$ cat src/gfx_mem_pkg.sv
`default_nettype none

package gfx_mem_pkg;

  localparam int MEM_DW = 64; // data bus.
  localparam int MEM_SW = 8;  // one select per byte.
  localparam int MEM_AW = 29; // word address, 32-bit byte space.

  typedef enum logic {
    CMD_READ  = 1'b0,
    CMD_WRITE = 1'b1
  } mem_cmd_e;

  // one bus word, seen as byte lanes or as 32-bit halves.
  typedef union packed {
    logic [MEM_SW-1:0][7:0] bytes;
    logic [1:0][31:0]       halves;
  } mem_word_u;

endpackage

`default_nettype wire

$ cat src/gfx_pix_pkg.sv
`default_nettype none

package gfx_pix_pkg;

  // depth code is bits per pixel over four, minus one.
  typedef enum logic [2:0] {
    DEPTH_8  = 3'd1,
    DEPTH_16 = 3'd3,
    DEPTH_32 = 3'd7
  } color_depth_e;

  localparam int COLOR_W = 32; // client colour word.
  localparam int COORD_W = 16; // x and y.

  // bytes per pixel, zero for an unknown code.
  function automatic logic [2:0] depth_bytes(color_depth_e depth);
    case (depth)
      DEPTH_8:  return 3'd1;
      DEPTH_16: return 3'd2;
      DEPTH_32: return 3'd4;
      default:  return 3'd0;
    endcase
  endfunction

  // first byte lane of a pixel inside its word.
  // low bits are cleared to the pixel size so lanes stay aligned.
  function automatic logic [2:0] pix_lane(color_depth_e depth, logic [2:0] lsb);
    logic [2:0] code;
    code = depth;
    return lsb & ~{1'b0, code[2:1]}; // code[2:1] is bytes minus one.
  endfunction

endpackage

`default_nettype wire
$ cat src/gfx_pix_unit.sv
`default_nettype none
`timescale 1ns/1ns

module gfx_pix_unit #(
  parameter int REQ_DEPTH   = 4,
  parameter int MEM_CREDITS = 2,
  parameter int RD_DEPTH    = 4
) (
  input  logic                             clk_i,
  input  logic                             rst_n_i,
  input  logic                             req_valid_i,
  input  logic                             req_write_i,
  input  logic [gfx_pix_pkg::COORD_W-1:0]  req_x_i,
  input  logic [gfx_pix_pkg::COORD_W-1:0]  req_y_i,
  input  gfx_pix_pkg::color_depth_e        req_depth_i,
  input  logic [gfx_pix_pkg::COLOR_W-1:0]  req_color_i,
  output logic                             req_credit_o,
  input  logic [gfx_mem_pkg::MEM_AW+2:0]   base_addr_i,
  input  logic [gfx_pix_pkg::COORD_W-1:0]  pitch_i,
  input  logic                             mem_credit_i,
  output logic                             mem_cmd_valid_o,
  output gfx_mem_pkg::mem_cmd_e            mem_cmd_o,
  output logic [gfx_mem_pkg::MEM_AW-1:0]   mem_addr_o,
  output logic [gfx_mem_pkg::MEM_DW-1:0]   mem_wdata_o,
  output logic [gfx_mem_pkg::MEM_SW-1:0]   mem_sel_o,
  input  logic                             mem_rvalid_i,
  input  logic [gfx_mem_pkg::MEM_DW-1:0]   mem_rdata_i,
  output logic                             color_valid_o,
  output logic [gfx_pix_pkg::COLOR_W-1:0]  color_o
);
  import gfx_pix_pkg::*;
  import gfx_mem_pkg::*;

  // fifo head.
  logic               head_valid;
  logic               head_write;
  logic [COORD_W-1:0] head_x;
  logic [COORD_W-1:0] head_y;
  color_depth_e       head_depth;
  logic [COLOR_W-1:0] head_color;
  logic               head_pop;

  // address stage.
  logic               ag_valid;
  logic               ag_write;
  color_depth_e       ag_depth;
  logic [COLOR_W-1:0] ag_color;
  logic [MEM_AW-1:0]  ag_waddr;
  logic [2:0]         ag_lsb;
  logic               ag_ready;

  // lane placement for writes.
  logic [MEM_DW-1:0]  wr_data;
  logic [MEM_SW-1:0]  wr_sel;

  pix_req_fifo #(
    .REQ_DEPTH (REQ_DEPTH)
  ) u_req_fifo (
    .clk_i        (clk_i),
    .rst_n_i      (rst_n_i),
    .req_valid_i  (req_valid_i),
    .req_write_i  (req_write_i),
    .req_x_i      (req_x_i),
    .req_y_i      (req_y_i),
    .req_depth_i  (req_depth_i),
    .req_color_i  (req_color_i),
    .pop_i        (head_pop),
    .req_credit_o (req_credit_o),
    .head_valid_o (head_valid),
    .head_write_o (head_write),
    .head_x_o     (head_x),
    .head_y_o     (head_y),
    .head_depth_o (head_depth),
    .head_color_o (head_color)
  );

  pix_addr_gen u_addr_gen (
    .clk_i       (clk_i),
    .rst_n_i     (rst_n_i),
    .in_valid_i  (head_valid),
    .in_write_i  (head_write),
    .in_x_i      (head_x),
    .in_y_i      (head_y),
    .in_depth_i  (head_depth),
    .in_color_i  (head_color),
    .base_addr_i (base_addr_i),
    .pitch_i     (pitch_i),
    .out_ready_i (ag_ready),
    .pop_o       (head_pop),
    .out_valid_o (ag_valid),
    .out_write_o (ag_write),
    .out_depth_o (ag_depth),
    .out_color_o (ag_color),
    .out_waddr_o (ag_waddr),
    .out_lsb_o   (ag_lsb)
  );

  color_to_memory64 u_place (
    .color_depth_i (ag_depth),
    .color_i       (ag_color),
    .x_lsb_i       (ag_lsb),
    .mem_o         (wr_data),
    .sel_o         (wr_sel)
  );

  mem_cmd_issue #(
    .MEM_CREDITS (MEM_CREDITS),
    .RD_DEPTH    (RD_DEPTH)
  ) u_cmd_issue (
    .clk_i           (clk_i),
    .rst_n_i         (rst_n_i),
    .in_valid_i      (ag_valid),
    .in_write_i      (ag_write),
    .in_depth_i      (ag_depth),
    .in_waddr_i      (ag_waddr),
    .in_wdata_i      (wr_data),
    .in_sel_i        (wr_sel),
    .in_lsb_i        (ag_lsb),
    .in_ready_o      (ag_ready),
    .mem_credit_i    (mem_credit_i),
    .mem_cmd_valid_o (mem_cmd_valid_o),
    .mem_cmd_o       (mem_cmd_o),
    .mem_addr_o      (mem_addr_o),
    .mem_wdata_o     (mem_wdata_o),
    .mem_sel_o       (mem_sel_o),
    .mem_rvalid_i    (mem_rvalid_i),
    .mem_rdata_i     (mem_rdata_i),
    .color_valid_o   (color_valid_o),
    .color_o         (color_o)
  );

endmodule

`default_nettype wire

$ cat src/mem_cmd_issue.sv
`default_nettype none
`timescale 1ns/1ns

module mem_cmd_issue #(
  parameter int MEM_CREDITS = 2,
  parameter int RD_DEPTH    = 4
) (
  input  logic                             clk_i,
  input  logic                             rst_n_i,
  input  logic                             in_valid_i,
  input  logic                             in_write_i,
  input  gfx_pix_pkg::color_depth_e        in_depth_i,
  input  logic [gfx_mem_pkg::MEM_AW-1:0]   in_waddr_i,
  input  logic [gfx_mem_pkg::MEM_DW-1:0]   in_wdata_i,
  input  logic [gfx_mem_pkg::MEM_SW-1:0]   in_sel_i,
  input  logic [2:0]                       in_lsb_i,
  output logic                             in_ready_o,
  input  logic                             mem_credit_i,
  output logic                             mem_cmd_valid_o,
  output gfx_mem_pkg::mem_cmd_e            mem_cmd_o,
  output logic [gfx_mem_pkg::MEM_AW-1:0]   mem_addr_o,
  output logic [gfx_mem_pkg::MEM_DW-1:0]   mem_wdata_o,
  output logic [gfx_mem_pkg::MEM_SW-1:0]   mem_sel_o,
  input  logic                             mem_rvalid_i,
  input  logic [gfx_mem_pkg::MEM_DW-1:0]   mem_rdata_i,
  output logic                             color_valid_o,
  output logic [gfx_pix_pkg::COLOR_W-1:0]  color_o
);
  import gfx_pix_pkg::*;
  import gfx_mem_pkg::*;

  localparam int CRD_W = $clog2(MEM_CREDITS + 1);
  localparam int PTR_W = (RD_DEPTH > 1) ? $clog2(RD_DEPTH) : 1;
  localparam int CNT_W = $clog2(RD_DEPTH + 1);

  logic [CRD_W-1:0]   credit_q;              // commands memory still takes.
  logic               issue;
  logic               rd_push;
  logic               rd_pop;
  logic               rd_full;
  logic [PTR_W-1:0]   trk_wr_q;
  logic [PTR_W-1:0]   trk_rd_q;
  logic [CNT_W-1:0]   trk_cnt_q;             // reads in flight.
  color_depth_e       trk_depth_q [RD_DEPTH];
  logic [2:0]         trk_lsb_q   [RD_DEPTH];
  logic [COLOR_W-1:0] rd_color;

  assign rd_full    = (trk_cnt_q == CNT_W'(RD_DEPTH));
  assign in_ready_o = (credit_q != '0) & (in_write_i | ~rd_full);
  assign issue      = in_valid_i & in_ready_o;
  assign rd_push    = issue & ~in_write_i;
  assign rd_pop     = mem_rvalid_i & (trk_cnt_q != '0);

  // command leaves in the same cycle the stage holds it.
  assign mem_cmd_valid_o = issue;
  assign mem_cmd_o       = in_write_i ? CMD_WRITE : CMD_READ;
  assign mem_addr_o      = in_waddr_i;
  assign mem_wdata_o     = in_wdata_i;
  assign mem_sel_o       = in_write_i ? in_sel_i : '1; // reads fetch the whole word.

  always_ff @(posedge clk_i or negedge rst_n_i) begin
    if (!rst_n_i) begin
      credit_q <= CRD_W'(MEM_CREDITS);
    end else begin
      case ({issue, mem_credit_i})
        2'b10:   credit_q <= credit_q - 1'b1;
        2'b01:   credit_q <= credit_q + 1'b1;
        default: ;                  // spend and refund cancel.
      endcase
    end
  end

  // lane info of each read, replayed when its data comes back in order.
  always_ff @(posedge clk_i) begin
    if (rd_push) begin
      trk_depth_q[trk_wr_q] <= in_depth_i;
      trk_lsb_q[trk_wr_q]   <= in_lsb_i;
    end
  end

  always_ff @(posedge clk_i or negedge rst_n_i) begin
    if (!rst_n_i) begin
      trk_wr_q  <= '0;
      trk_rd_q  <= '0;
      trk_cnt_q <= '0;
    end else begin
      if (rd_push) begin
        trk_wr_q <= (trk_wr_q == PTR_W'(RD_DEPTH - 1)) ? '0 : trk_wr_q + 1'b1;
      end
      if (rd_pop) begin
        trk_rd_q <= (trk_rd_q == PTR_W'(RD_DEPTH - 1)) ? '0 : trk_rd_q + 1'b1;
      end
      case ({rd_push, rd_pop})
        2'b10:   trk_cnt_q <= trk_cnt_q + 1'b1;
        2'b01:   trk_cnt_q <= trk_cnt_q - 1'b1;
        default: ;
      endcase
    end
  end

  memory_to_color64 u_extract (
    .color_depth_i (trk_depth_q[trk_rd_q]),
    .mem_i         (mem_rdata_i),
    .mem_lsb_i     (trk_lsb_q[trk_rd_q]),
    .color_o       (rd_color)
  );

  always_ff @(posedge clk_i or negedge rst_n_i) begin
    if (!rst_n_i) begin
      color_valid_o <= 1'b0;
    end else begin
      color_valid_o <= rd_pop;      // one cycle after rvalid.
    end
  end

  always_ff @(posedge clk_i) begin
    if (rd_pop) begin
      color_o <= rd_color;
    end
  end

endmodule

`default_nettype wire

$ cat src/memory_to_color64.sv
`default_nettype none
`timescale 1ns/1ns

module memory_to_color64 (
  input  gfx_pix_pkg::color_depth_e        color_depth_i,
  input  logic [gfx_mem_pkg::MEM_DW-1:0]   mem_i,
  input  logic [2:0]                       mem_lsb_i,
  output logic [gfx_pix_pkg::COLOR_W-1:0]  color_o
);
  import gfx_pix_pkg::*;
  import gfx_mem_pkg::*;

  mem_word_u  word;
  logic [2:0] lane;

  assign word = mem_i;
  assign lane = pix_lane(color_depth_i, mem_lsb_i);

  // zero extended up to the colour width.
  always_comb begin
    color_o = '0;
    case (color_depth_i)
      DEPTH_8: begin
        color_o[7:0] = word.bytes[lane];
      end
      DEPTH_16: begin
        color_o[15:0] = {word.bytes[lane + 3'd1], word.bytes[lane]};
      end
      DEPTH_32: begin
        color_o = word.halves[lane[2]];
      end
      default: ;                        // unknown code reads as zero.
    endcase
  end

endmodule

`default_nettype wire

$ cat src/color_to_memory64.sv
`default_nettype none
`timescale 1ns/1ns

module color_to_memory64 (
  input  gfx_pix_pkg::color_depth_e        color_depth_i,
  input  logic [gfx_pix_pkg::COLOR_W-1:0]  color_i,
  input  logic [2:0]                       x_lsb_i,
  output logic [gfx_mem_pkg::MEM_DW-1:0]   mem_o,
  output logic [gfx_mem_pkg::MEM_SW-1:0]   sel_o
);
  import gfx_pix_pkg::*;
  import gfx_mem_pkg::*;

  mem_word_u  word;
  logic [2:0] lane;

  assign lane = pix_lane(color_depth_i, x_lsb_i); // aligned first byte.

  // only the pixel's own colour bits land in the word.
  // bits above the pixel width drop out here.
  always_comb begin
    word  = '0;
    sel_o = '0;
    case (color_depth_i)
      DEPTH_8: begin
        word.bytes[lane] = color_i[7:0];
        sel_o[lane]      = 1'b1;
      end
      DEPTH_16: begin
        word.bytes[lane]        = color_i[7:0];  // low byte first.
        word.bytes[lane + 3'd1] = color_i[15:8];
        sel_o[lane +: 2]        = 2'b11;         // aligned pair.
      end
      DEPTH_32: begin
        word.halves[lane[2]] = color_i;          // whole half.
        sel_o[lane +: 4]     = 4'hF;
      end
      default: ;                                 // unknown code, no lanes.
    endcase
  end

  assign mem_o = word;

endmodule

`default_nettype wire

$ cat src/pix_addr_gen.sv
`default_nettype none
`timescale 1ns/1ns

module pix_addr_gen (
  input  logic                              clk_i,
  input  logic                              rst_n_i,
  input  logic                              in_valid_i,
  input  logic                              in_write_i,
  input  logic [gfx_pix_pkg::COORD_W-1:0]   in_x_i,
  input  logic [gfx_pix_pkg::COORD_W-1:0]   in_y_i,
  input  gfx_pix_pkg::color_depth_e         in_depth_i,
  input  logic [gfx_pix_pkg::COLOR_W-1:0]   in_color_i,
  input  logic [gfx_mem_pkg::MEM_AW+2:0]    base_addr_i,
  input  logic [gfx_pix_pkg::COORD_W-1:0]   pitch_i,
  input  logic                              out_ready_i,
  output logic                              pop_o,
  output logic                              out_valid_o,
  output logic                              out_write_o,
  output gfx_pix_pkg::color_depth_e         out_depth_o,
  output logic [gfx_pix_pkg::COLOR_W-1:0]   out_color_o,
  output logic [gfx_mem_pkg::MEM_AW-1:0]    out_waddr_o,
  output logic [2:0]                        out_lsb_o
);
  import gfx_pix_pkg::*;
  import gfx_mem_pkg::*;

  localparam int ADDR_W = MEM_AW + 3; // byte address.

  logic              take;
  logic [ADDR_W-1:0] row_off;
  logic [ADDR_W-1:0] col_off;
  logic [ADDR_W-1:0] byte_addr;

  // stage is free when empty or when its command leaves this cycle.
  assign take  = ~out_valid_o | out_ready_i;
  assign pop_o = in_valid_i & take;

  assign row_off   = ADDR_W'(in_y_i) * ADDR_W'(pitch_i);                 // y * pitch.
  assign col_off   = ADDR_W'(in_x_i) * ADDR_W'(depth_bytes(in_depth_i)); // x * bpp.
  assign byte_addr = base_addr_i + row_off + col_off;

  always_ff @(posedge clk_i or negedge rst_n_i) begin
    if (!rst_n_i) begin
      out_valid_o <= 1'b0;
    end else if (take) begin
      out_valid_o <= in_valid_i;
    end
  end

  // pixel never crosses a word, so word and lane split cleanly.
  always_ff @(posedge clk_i) begin
    if (pop_o) begin
      out_write_o <= in_write_i;
      out_depth_o <= in_depth_i;
      out_color_o <= in_color_i;
      out_waddr_o <= byte_addr[ADDR_W-1:3]; // word address.
      out_lsb_o   <= byte_addr[2:0];        // byte inside word.
    end
  end

endmodule

`default_nettype wire

$ cat src/pix_req_fifo.sv
`default_nettype none
`timescale 1ns/1ns

module pix_req_fifo #(
  parameter int REQ_DEPTH = 4
) (
  input  logic                             clk_i,
  input  logic                             rst_n_i,
  input  logic                             req_valid_i,
  input  logic                             req_write_i,
  input  logic [gfx_pix_pkg::COORD_W-1:0]  req_x_i,
  input  logic [gfx_pix_pkg::COORD_W-1:0]  req_y_i,
  input  gfx_pix_pkg::color_depth_e        req_depth_i,
  input  logic [gfx_pix_pkg::COLOR_W-1:0]  req_color_i,
  input  logic                             pop_i,
  output logic                             req_credit_o,
  output logic                             head_valid_o,
  output logic                             head_write_o,
  output logic [gfx_pix_pkg::COORD_W-1:0]  head_x_o,
  output logic [gfx_pix_pkg::COORD_W-1:0]  head_y_o,
  output gfx_pix_pkg::color_depth_e        head_depth_o,
  output logic [gfx_pix_pkg::COLOR_W-1:0]  head_color_o
);
  import gfx_pix_pkg::*;

  localparam int PTR_W = (REQ_DEPTH > 1) ? $clog2(REQ_DEPTH) : 1;
  localparam int CNT_W = $clog2(REQ_DEPTH + 1);

  logic [REQ_DEPTH-1:0] write_q;              // op per slot.
  logic [COORD_W-1:0]   x_q     [REQ_DEPTH];
  logic [COORD_W-1:0]   y_q     [REQ_DEPTH];
  color_depth_e         depth_q [REQ_DEPTH];
  logic [COLOR_W-1:0]   color_q [REQ_DEPTH];
  logic [PTR_W-1:0]     wr_ptr_q;
  logic [PTR_W-1:0]     rd_ptr_q;
  logic [CNT_W-1:0]     cnt_q;
  logic                 push;
  logic                 pop;

  assign push = req_valid_i;          // client holds a credit, so never full.
  assign pop  = pop_i & head_valid_o;

  assign head_valid_o = (cnt_q != '0);
  assign head_write_o = write_q[rd_ptr_q];
  assign head_x_o     = x_q[rd_ptr_q];
  assign head_y_o     = y_q[rd_ptr_q];
  assign head_depth_o = depth_q[rd_ptr_q];
  assign head_color_o = color_q[rd_ptr_q];
  assign req_credit_o = pop;          // slot freed, credit back to client.

  always_ff @(posedge clk_i) begin
    if (push) begin
      write_q[wr_ptr_q] <= req_write_i;
      x_q[wr_ptr_q]     <= req_x_i;
      y_q[wr_ptr_q]     <= req_y_i;
      depth_q[wr_ptr_q] <= req_depth_i;
      color_q[wr_ptr_q] <= req_color_i;
    end
  end

  // ring pointers wrap at REQ_DEPTH, not at a power of two.
  always_ff @(posedge clk_i or negedge rst_n_i) begin
    if (!rst_n_i) begin
      wr_ptr_q <= '0;
      rd_ptr_q <= '0;
      cnt_q    <= '0;
    end else begin
      if (push) begin
        wr_ptr_q <= (wr_ptr_q == PTR_W'(REQ_DEPTH - 1)) ? '0 : wr_ptr_q + 1'b1;
      end
      if (pop) begin
        rd_ptr_q <= (rd_ptr_q == PTR_W'(REQ_DEPTH - 1)) ? '0 : rd_ptr_q + 1'b1;
      end
      case ({push, pop})
        2'b10:   cnt_q <= cnt_q + 1'b1;
        2'b01:   cnt_q <= cnt_q - 1'b1;
        default: ;                      // both or neither.
      endcase
    end
  end

endmodule

`default_nettype wire

$ cat config.mk
export PLATFORM = sky130hd
export DESIGN_NAME = gfx_pix_unit
export DESIGN_NICKNAME = d
export VERILOG_FILES = /design/src/gfx_mem_pkg.sv /design/src/gfx_pix_pkg.sv /design/src/gfx_pix_unit.sv /design/src/mem_cmd_issue.sv /design/src/memory_to_color64.sv /design/src/color_to_memory64.sv /design/src/pix_addr_gen.sv /design/src/pix_req_fifo.sv
export SDC_FILE = /design/constraint.sdc
export NUM_CORES = 1
export LEC_CHECK = 0
export BUFFER_PORTS_ARGS = -buffer_cell sky130_fd_sc_hd__buf_4
export CAP_MARGIN = 20
export CORE_MARGIN = 1
export CORE_UTILIZATION = 30
export CTS_CLUSTER_DIAMETER = 30
export DETAILED_ROUTE_END_ITERATION = 8
export SLEW_MARGIN = 10
export SYNTH_ARGS = -nofsm -noshare
export SYNTH_HDL_FRONTEND = slang
export SYNTH_SLANG_ARGS = --single-unit
$ cat constraint.sdc
create_clock -name clk_i -period 11.25 [get_ports clk_i]
set_input_delay 1.6875 -clock clk_i [delete_from_list [all_inputs] [get_ports clk_i]]
set_output_delay 1.6875 -clock clk_i [all_outputs]
set_load 0.05 [all_outputs]
# Yosys cells after proc, flatten, opt, wreduce, memory -nomap -nowiden
# Memory sizes are Yosys's and may differ from the RTL's. A register that Yosys moved wholly into a read port is not among the register bits.
# Index checks and enable logic that the tools add are counted.
# totals
ramBits	292
memories	6
elab_cells	143
ff_bits	90
out_inout_bits	137
# memory_table
memory	depth	word_bits	rd	rd_ports_with_merged_regs	wr	line_no	rtl
u_req_fifo.color_q	4	32	1	1	1	pix_req_fifo.sv:33	logic [COLOR_W-1:0] color_q [REQ_DEPTH];
u_req_fifo.x_q	4	16	1	0	1	pix_req_fifo.sv:30	logic [COORD_W-1:0] x_q [REQ_DEPTH];
u_req_fifo.y_q	4	16	1	0	1	pix_req_fifo.sv:31	logic [COORD_W-1:0] y_q [REQ_DEPTH];
u_cmd_issue.trk_depth_q	4	3	1	0	1	mem_cmd_issue.sv:44	color_depth_e trk_depth_q [RD_DEPTH];
u_cmd_issue.trk_lsb_q	4	3	1	0	1	mem_cmd_issue.sv:45	logic [2:0] trk_lsb_q [RD_DEPTH];
u_req_fifo.depth_q	4	3	1	0	1	pix_req_fifo.sv:32	color_depth_e depth_q [REQ_DEPTH];
# classes
reduce_logical	11
bitwise	19
n_mul	2
muxes	38
n_shift	4
n_eq_ne	20
magnitude_cmp	12
add_sub_neg	15
# op_table
operator	count
one-hot mux 64 bit (3 select lines)	1
AND 64 bit	2
2-to-1 mux 32 bit	3
bitwise mux 64 bit	1
binary-select mux 8 bit (select 3 bit)	2
demux 8 bit (select 3 bit)	2
2-to-1 mux 8 bit	5
adder 32 x 19 -> 32 bit	1
adder 32 bit	1
demux 32 bit (select 1 bit)	1
multiplier 16 x 16 -> 32 bit	1
one-hot mux 8 bit (2 select lines)	2
one-hot mux 8 bit (3 select lines)	1
multiplier 16 x 3 -> 19 bit	1
AND 8 bit	2
less-than comparator 3 x 4 -> 1 bit, second input constant	4
equality test 2 bit, second input constant	7
adder 3 x 1 -> 3 bit, second input constant	4
equality test 3 bit, second input constant	4
one-hot mux 3 bit (2 select lines)	2
adder 2 x 1 -> 2 bit, second input constant	5
equality test 3 x 1 -> 1 bit, second input constant	3
equality test 3 x 2 -> 1 bit, second input constant	3
one-hot mux 3 bit (3 select lines)	1
other kinds (29)	62

# Depth between registers and ports, before layout
# depth
word_depth	9
mapped_depth	29
depth_no_buf	26

# Cells and area by module
# Synthesis repeated with hierarchy kept, for this count alone.
# hier_totals
cells_unflattened	2305
area_unflattened_um2	29488.3
# by_module_without_submodules
module	area_per_inst_um2	cells_per_inst	n_inst
pix_addr_gen	13178.9	1332	1
pix_req_fifo	10318.6	395	1
mem_cmd_issue	3194.3	218	1
memory_to_color64	1497.7	191	1
color_to_memory64	1298.7	169	1

# Worst setup path before layout
# No wires, ideal clock.
# synth_timing
path_type	input port to flip-flop
start	input port pitch_i[1] (netlist name)
end	register u_addr_gen.out_waddr_o[25] (netlist name), data pin
path_stages	21
setup_time_ns	0.263
setup_slack_ns	3.815
t_arrival_ns	7.172
required_time_ns	10.987
n_path_buf	2
cell_sequence	clkbuf_1 > nand2_1 > fa_1 > fa_1 > fa_1 > inv_1 > fa_1 > fa_1 > fa_1 > inv_1 > fa_1 > inv_1 > ha_1 > clkbuf_1 > a21oi_1 > o21ai_0 > a21o_1 > a2111oi_0 > o22ai_1 > a31oi_1 > xnor2_1
# synth_between
elab_chain_len	3
# synth_rtl
item	line_no	rtl
start, declared	gfx_pix_unit.sv:19	input logic [gfx_pix_pkg::COORD_W-1:0] pitch_i,
multiplier 16 x 16 -> 32 bit	pix_addr_gen.sv:38	assign row_off = ADDR_W'(in_y_i) * ADDR_W'(pitch_i);
adder 32 bit	pix_addr_gen.sv:40	assign byte_addr = base_addr_i + row_off + col_off;
adder 32 x 19 -> 32 bit	pix_addr_gen.sv:40	
via u_addr_gen.byte_addr[28]	pix_addr_gen.sv:32	logic [ADDR_W-1:0] byte_addr;
end signal, assigned	pix_addr_gen.sv:56	out_waddr_o <= byte_addr[ADDR_W-1:3];
end, declared	pix_addr_gen.sv:21	output logic [gfx_mem_pkg::MEM_AW-1:0] out_waddr_o,
# The timed path passes the listed nets, and every way through them passes these cells.
# A chain may end at the register's enable or synchronous reset.

# Worst setup path after layout
# layout_timing
start	register u_req_fifo.rd_ptr_q[0]
end	register u_addr_gen.out_waddr_o[21] (netlist name), data pin
# layout_between
elab_chain_len	5
word_cells_on_any_way	11
cone_classes	add/sub (2); mul (2); eq/ne (3); mux (1); memory (3)
# layout_rtl
item	line_no	rtl
start, declared	pix_req_fifo.sv:35	logic [PTR_W-1:0] rd_ptr_q;
start signal, assigned	pix_req_fifo.sv:72	rd_ptr_q <= (rd_ptr_q == PTR_W'(REQ_DEPTH - 1)) ? '0 : rd_ptr_q + 1'b1;
memory read (4 x 3 bit) *	--	
via head_depth[2]	gfx_pix_unit.sv:39	color_depth_e head_depth;
equality test 3 bit, or another cell as far along	gfx_pix_pkg.sv:17	case (depth)
one-hot mux 3 bit (3 select lines) *	gfx_pix_pkg.sv:17	
multiplier 16 x 3 -> 19 bit *	pix_addr_gen.sv:39	assign col_off = ADDR_W'(in_x_i) * ADDR_W'(depth_bytes(in_depth_i));
adder 32 x 19 -> 32 bit *	pix_addr_gen.sv:40	
via u_addr_gen.byte_addr[24]	pix_addr_gen.sv:32	
# Mark *: on every way through the listed nets, which the timed path passes. The rest lies on a longest branch.

==> impl_metrics.yaml <==
grt:
  grt_pass1_wl_mm: 115
  overflow: 0
  grt_util_all_layers: 0.154
  grt_pass1_vias: 19485
  antenna_found_initial: 24
  grt_max_degree: 71
timing:
  fmax_mhz: 118
  clock-skew-final_ps: 52.0
  grt_setup_unrepaired: "false"
  finalCritPeriodShare: 0.753
  final.setup.tns_ps: 0
  min_period_ps: 8470
  drv_slew: 0
  finalHoldViolations: 0
  worstMarginPinSlew_ps: 1100
  setup_viol: 0
  slew_headroom: 0.264
clock_network:
  cts_tree: "done"
  clockRootBuffer: "clkbuf_16"
  cts_resized: 0
  post_cts_buffers: 0
  cts.sinks: 414
  cts_buffers: 80
  path_clk_slew_ps: 50
  ctsHoldBuffers: 0
  htree_num_levels: 3
  clock_path_buffers: 3
  clock_latency_ps: 640
worst_hold_path:
  hp-class: "register to register"
yosys:
  synth_top_area_frac: 0.413
  yosysTopAreaCell: "edfxtp_1"
  ys_warn_count: 0
  async_flop_share: 0.0435
  avgSynthCellArea_um2: 12.6
  synth.area.top_cells: "edfxtp_1, fa_1, mux4_2, ha_1, inv_1"
  syn_area_um2: 28800
  synth_ff_type: "edfxtp_1"
  synth-seq-cells: 414
  synth_edf_count: 396
  yosysUniqueCellTypes: 61
  syn-num-nets: 2886
  ys_seq_area_frac: 0.428
  syn-instance-count: 2293
run_status:
  violations: "DRC"
  outcome: "finished, violations left"
critical_path:
  cp_common_cell: "fa_1"
  worstPathArrival_ps: 8800
  max_stage_delay_ps: 880
  criticalPathCategory: "register to register"
  worstPathMaxFanout: 36
  crit_chain: "mux4_2 > nor2_1 > and2_1 > fa_1 > fa_1 > inv_1 > fa_1 > inv_1 > fa_1 > inv_1 > fa_1 > inv_1 > fa_1 > inv_1 > fa_1 > inv_1 > ha_1 > nand4_1 > nor4b_1 > o21ai_0 > a21oi_1 > a41oi_1 > xnor2_1"
  cp_slowest_cell: "dfrtp_4"
  start_kind: "register"
  cp-end-kind: "register"
  crit_required_ps: 11580
layout:
  nNetsFinal: 3199
  fin_cells: 3947
  area_growth_pct: 22.5
  drive_above_1_share: 0.214
die:
  ios: 322
  initial_core_util: 0.303
  die-area_um2: 97300
  core-area_um2: 95200
  row_count: 113
  die_h_um: 312
  dieWidth_um: 312
drt:
  drc: 1
  viasPerCell: 4.68
  wirelength_mm: 74.6
  via_count: 18477
  drt_iter0_drc: 1455
  routedWlPerCell_um: 18.9
  drtAntennaViolNets: 0
  dr.pass1.iters: 9
flow_run:
  max_cap_violations: 0
placed_design:
  post-dp-hpwl_mm: 56.2
  dp_cells: 3789
  io_buffers: 321
  gp_congestion: 0.870
-- cells by family after synthesis --
| family | synth area share |
|---|---|
| simple gates | 0.0931 |
| buf+inv | 0.0698 |
| flops | 0.428 |
| fa+ha+maj | 0.248 |
| compound gates | 0.0563 |
| mux | 0.0914 |
| xor+xnor | 0.0134 |
-- routing by layer --
metal,vias up,part of all wire,GRT usage
li1,8462,-,-
met1,9275,0.42,0.198
met2,586,0.48,0.247
met3,128,0.071,0.0419
met4,26,0.027,0.0564
met5,-,0.0021,0
-- area by class of cell --
| type | instances | area [µm²] |
|---|---|---|
| multi-input cells | 1372 | 14500 |
| inverters | 402 | 1510 |
| fillers | 9171 | 59800 |
| flip-flops and latches | 414 | 12300 |
| clock buffers | 86 | 2020 |
| repair buffers | 336 | 2520 |
| clock inverters | 61 | 813 |
| well taps | 1265 | 1580 |
| diodes | 11 | 27.5 |
-- sequential cells by signal (all words and copies together) (netlist names), 4 cells and up --
name                     cells
u_addr_gen.out_waddr_o      29
u_cmd_issue.trk_lsb_q       12
u_req_fifo.depth_q          12
u_cmd_issue.trk_depth_q     12
u_req_fifo.x_q              64
u_cmd_issue.color_o         32
u_addr_gen.out_color_o      32
u_req_fifo.color_q         128
u_req_fifo.y_q              64
u_req_fifo.write_q           4
-- placed cells by master (no fill, tap or decap), drive strengths merged, types with 9 or more instances in the layout --
master and instances:
inv 417, edfxtp 396, buf 336, fa 272
nand2 196, and2 173, ha 136, mux4 90
clkbuf 86, nor2 63, mux2i 58, o21ai 55
a22oi 40, a21oi 39, xnor2 31, clkinv 30
nor2b 23, a211oi 18, dfrtp 17, nand3 16
a222oi 16, a22o 16, and3 15, a21o 15
xor2 13, diode 11, or3 11, bufinv 10
o22ai 9
-- critical path, delay by kind of cell (launching register included) --
kind / cells / cell delay, ps
AOI/OAI and AO/OA: 3 / 750
xor gates and xnor gates: 1 / 160
adders and majority gates: 8 / 3740
buffers and inverters: 6 / 310
DFF: 1 / 880
muxes: 1 / 650
and+or+nand+nor: 4 / 1670
-- through the flow --
| step | worst slack, ps | area [µm²] | hold WS [ps] | utilization |
|---|---|---|---|---|
| after global placement | 2900 | 32400 | 483 | 0.341 |
| after detailed placement | 2790 | 32500 | 485 | 0.341 |
| after CTS | 2700 | 35300 | 494 | 0.371 |
| after floorplan | 3820 | 28800 | 458 | - |
| final | 2780 | 35300 | 494 | 0.371 |
| after global routing | 2210 | 35300 | 526 | 0.371 |
-- final timing paths --
check                      depth (start not counted)  slack, ps                startpoint                    endpoint
hold / removal                                     1        490  u_cmd_issue.trk_cnt_q[2]    u_cmd_issue.trk_cnt_q[2]
setup / recovery                                  23       2780    u_req_fifo.rd_ptr_q[0]  u_addr_gen.out_waddr_o[21]
min in group asynchronous                          1        930                   rst_n_i     u_cmd_issue.trk_wr_q[0]
hold reg to reg                                    1        490  u_cmd_issue.trk_cnt_q[2]    u_cmd_issue.trk_cnt_q[2]
max in group asynchronous                          1      10060                   rst_n_i     u_cmd_issue.credit_q[1]
setup reg to reg                                  23       2780    u_req_fifo.rd_ptr_q[0]  u_addr_gen.out_waddr_o[21]
-- synth_stat cells (3+ instances only) --
library cell and count:
o21bai_1 4, buf_6 7, a21oi_1 39, mux2i_1 58, o22ai_1 9, xor2_1 13
ha_1 136, clkbuf_2 3, a222oi_1 16, a211oi_1 18, mux4_2 86, xnor2_1 31
nand4_1 8, buf_1 10, dfrtp_1 17, nand2b_1 7, nor2_1 63, nor2b_1 21
nor3_1 6, o21ai_1 9, fa_1 272, nand3_1 16, clkbuf_1 67, o211ai_1 5
inv_1 402, edfxtp_1 396, buf_2 14, a22oi_1 40, o21a_1 4, a22o_1 16
or3_1 11, nand3b_1 5, and3_1 15, mux4_1 4, o21ai_0 46, a21o_1 14
and2_1 172, nand2_1 196, a31oi_1 7, o31ai_1 3
Power is not shown: default switching activity piles up to over one toggle a cycle in this logic, so the estimate is an artifact.
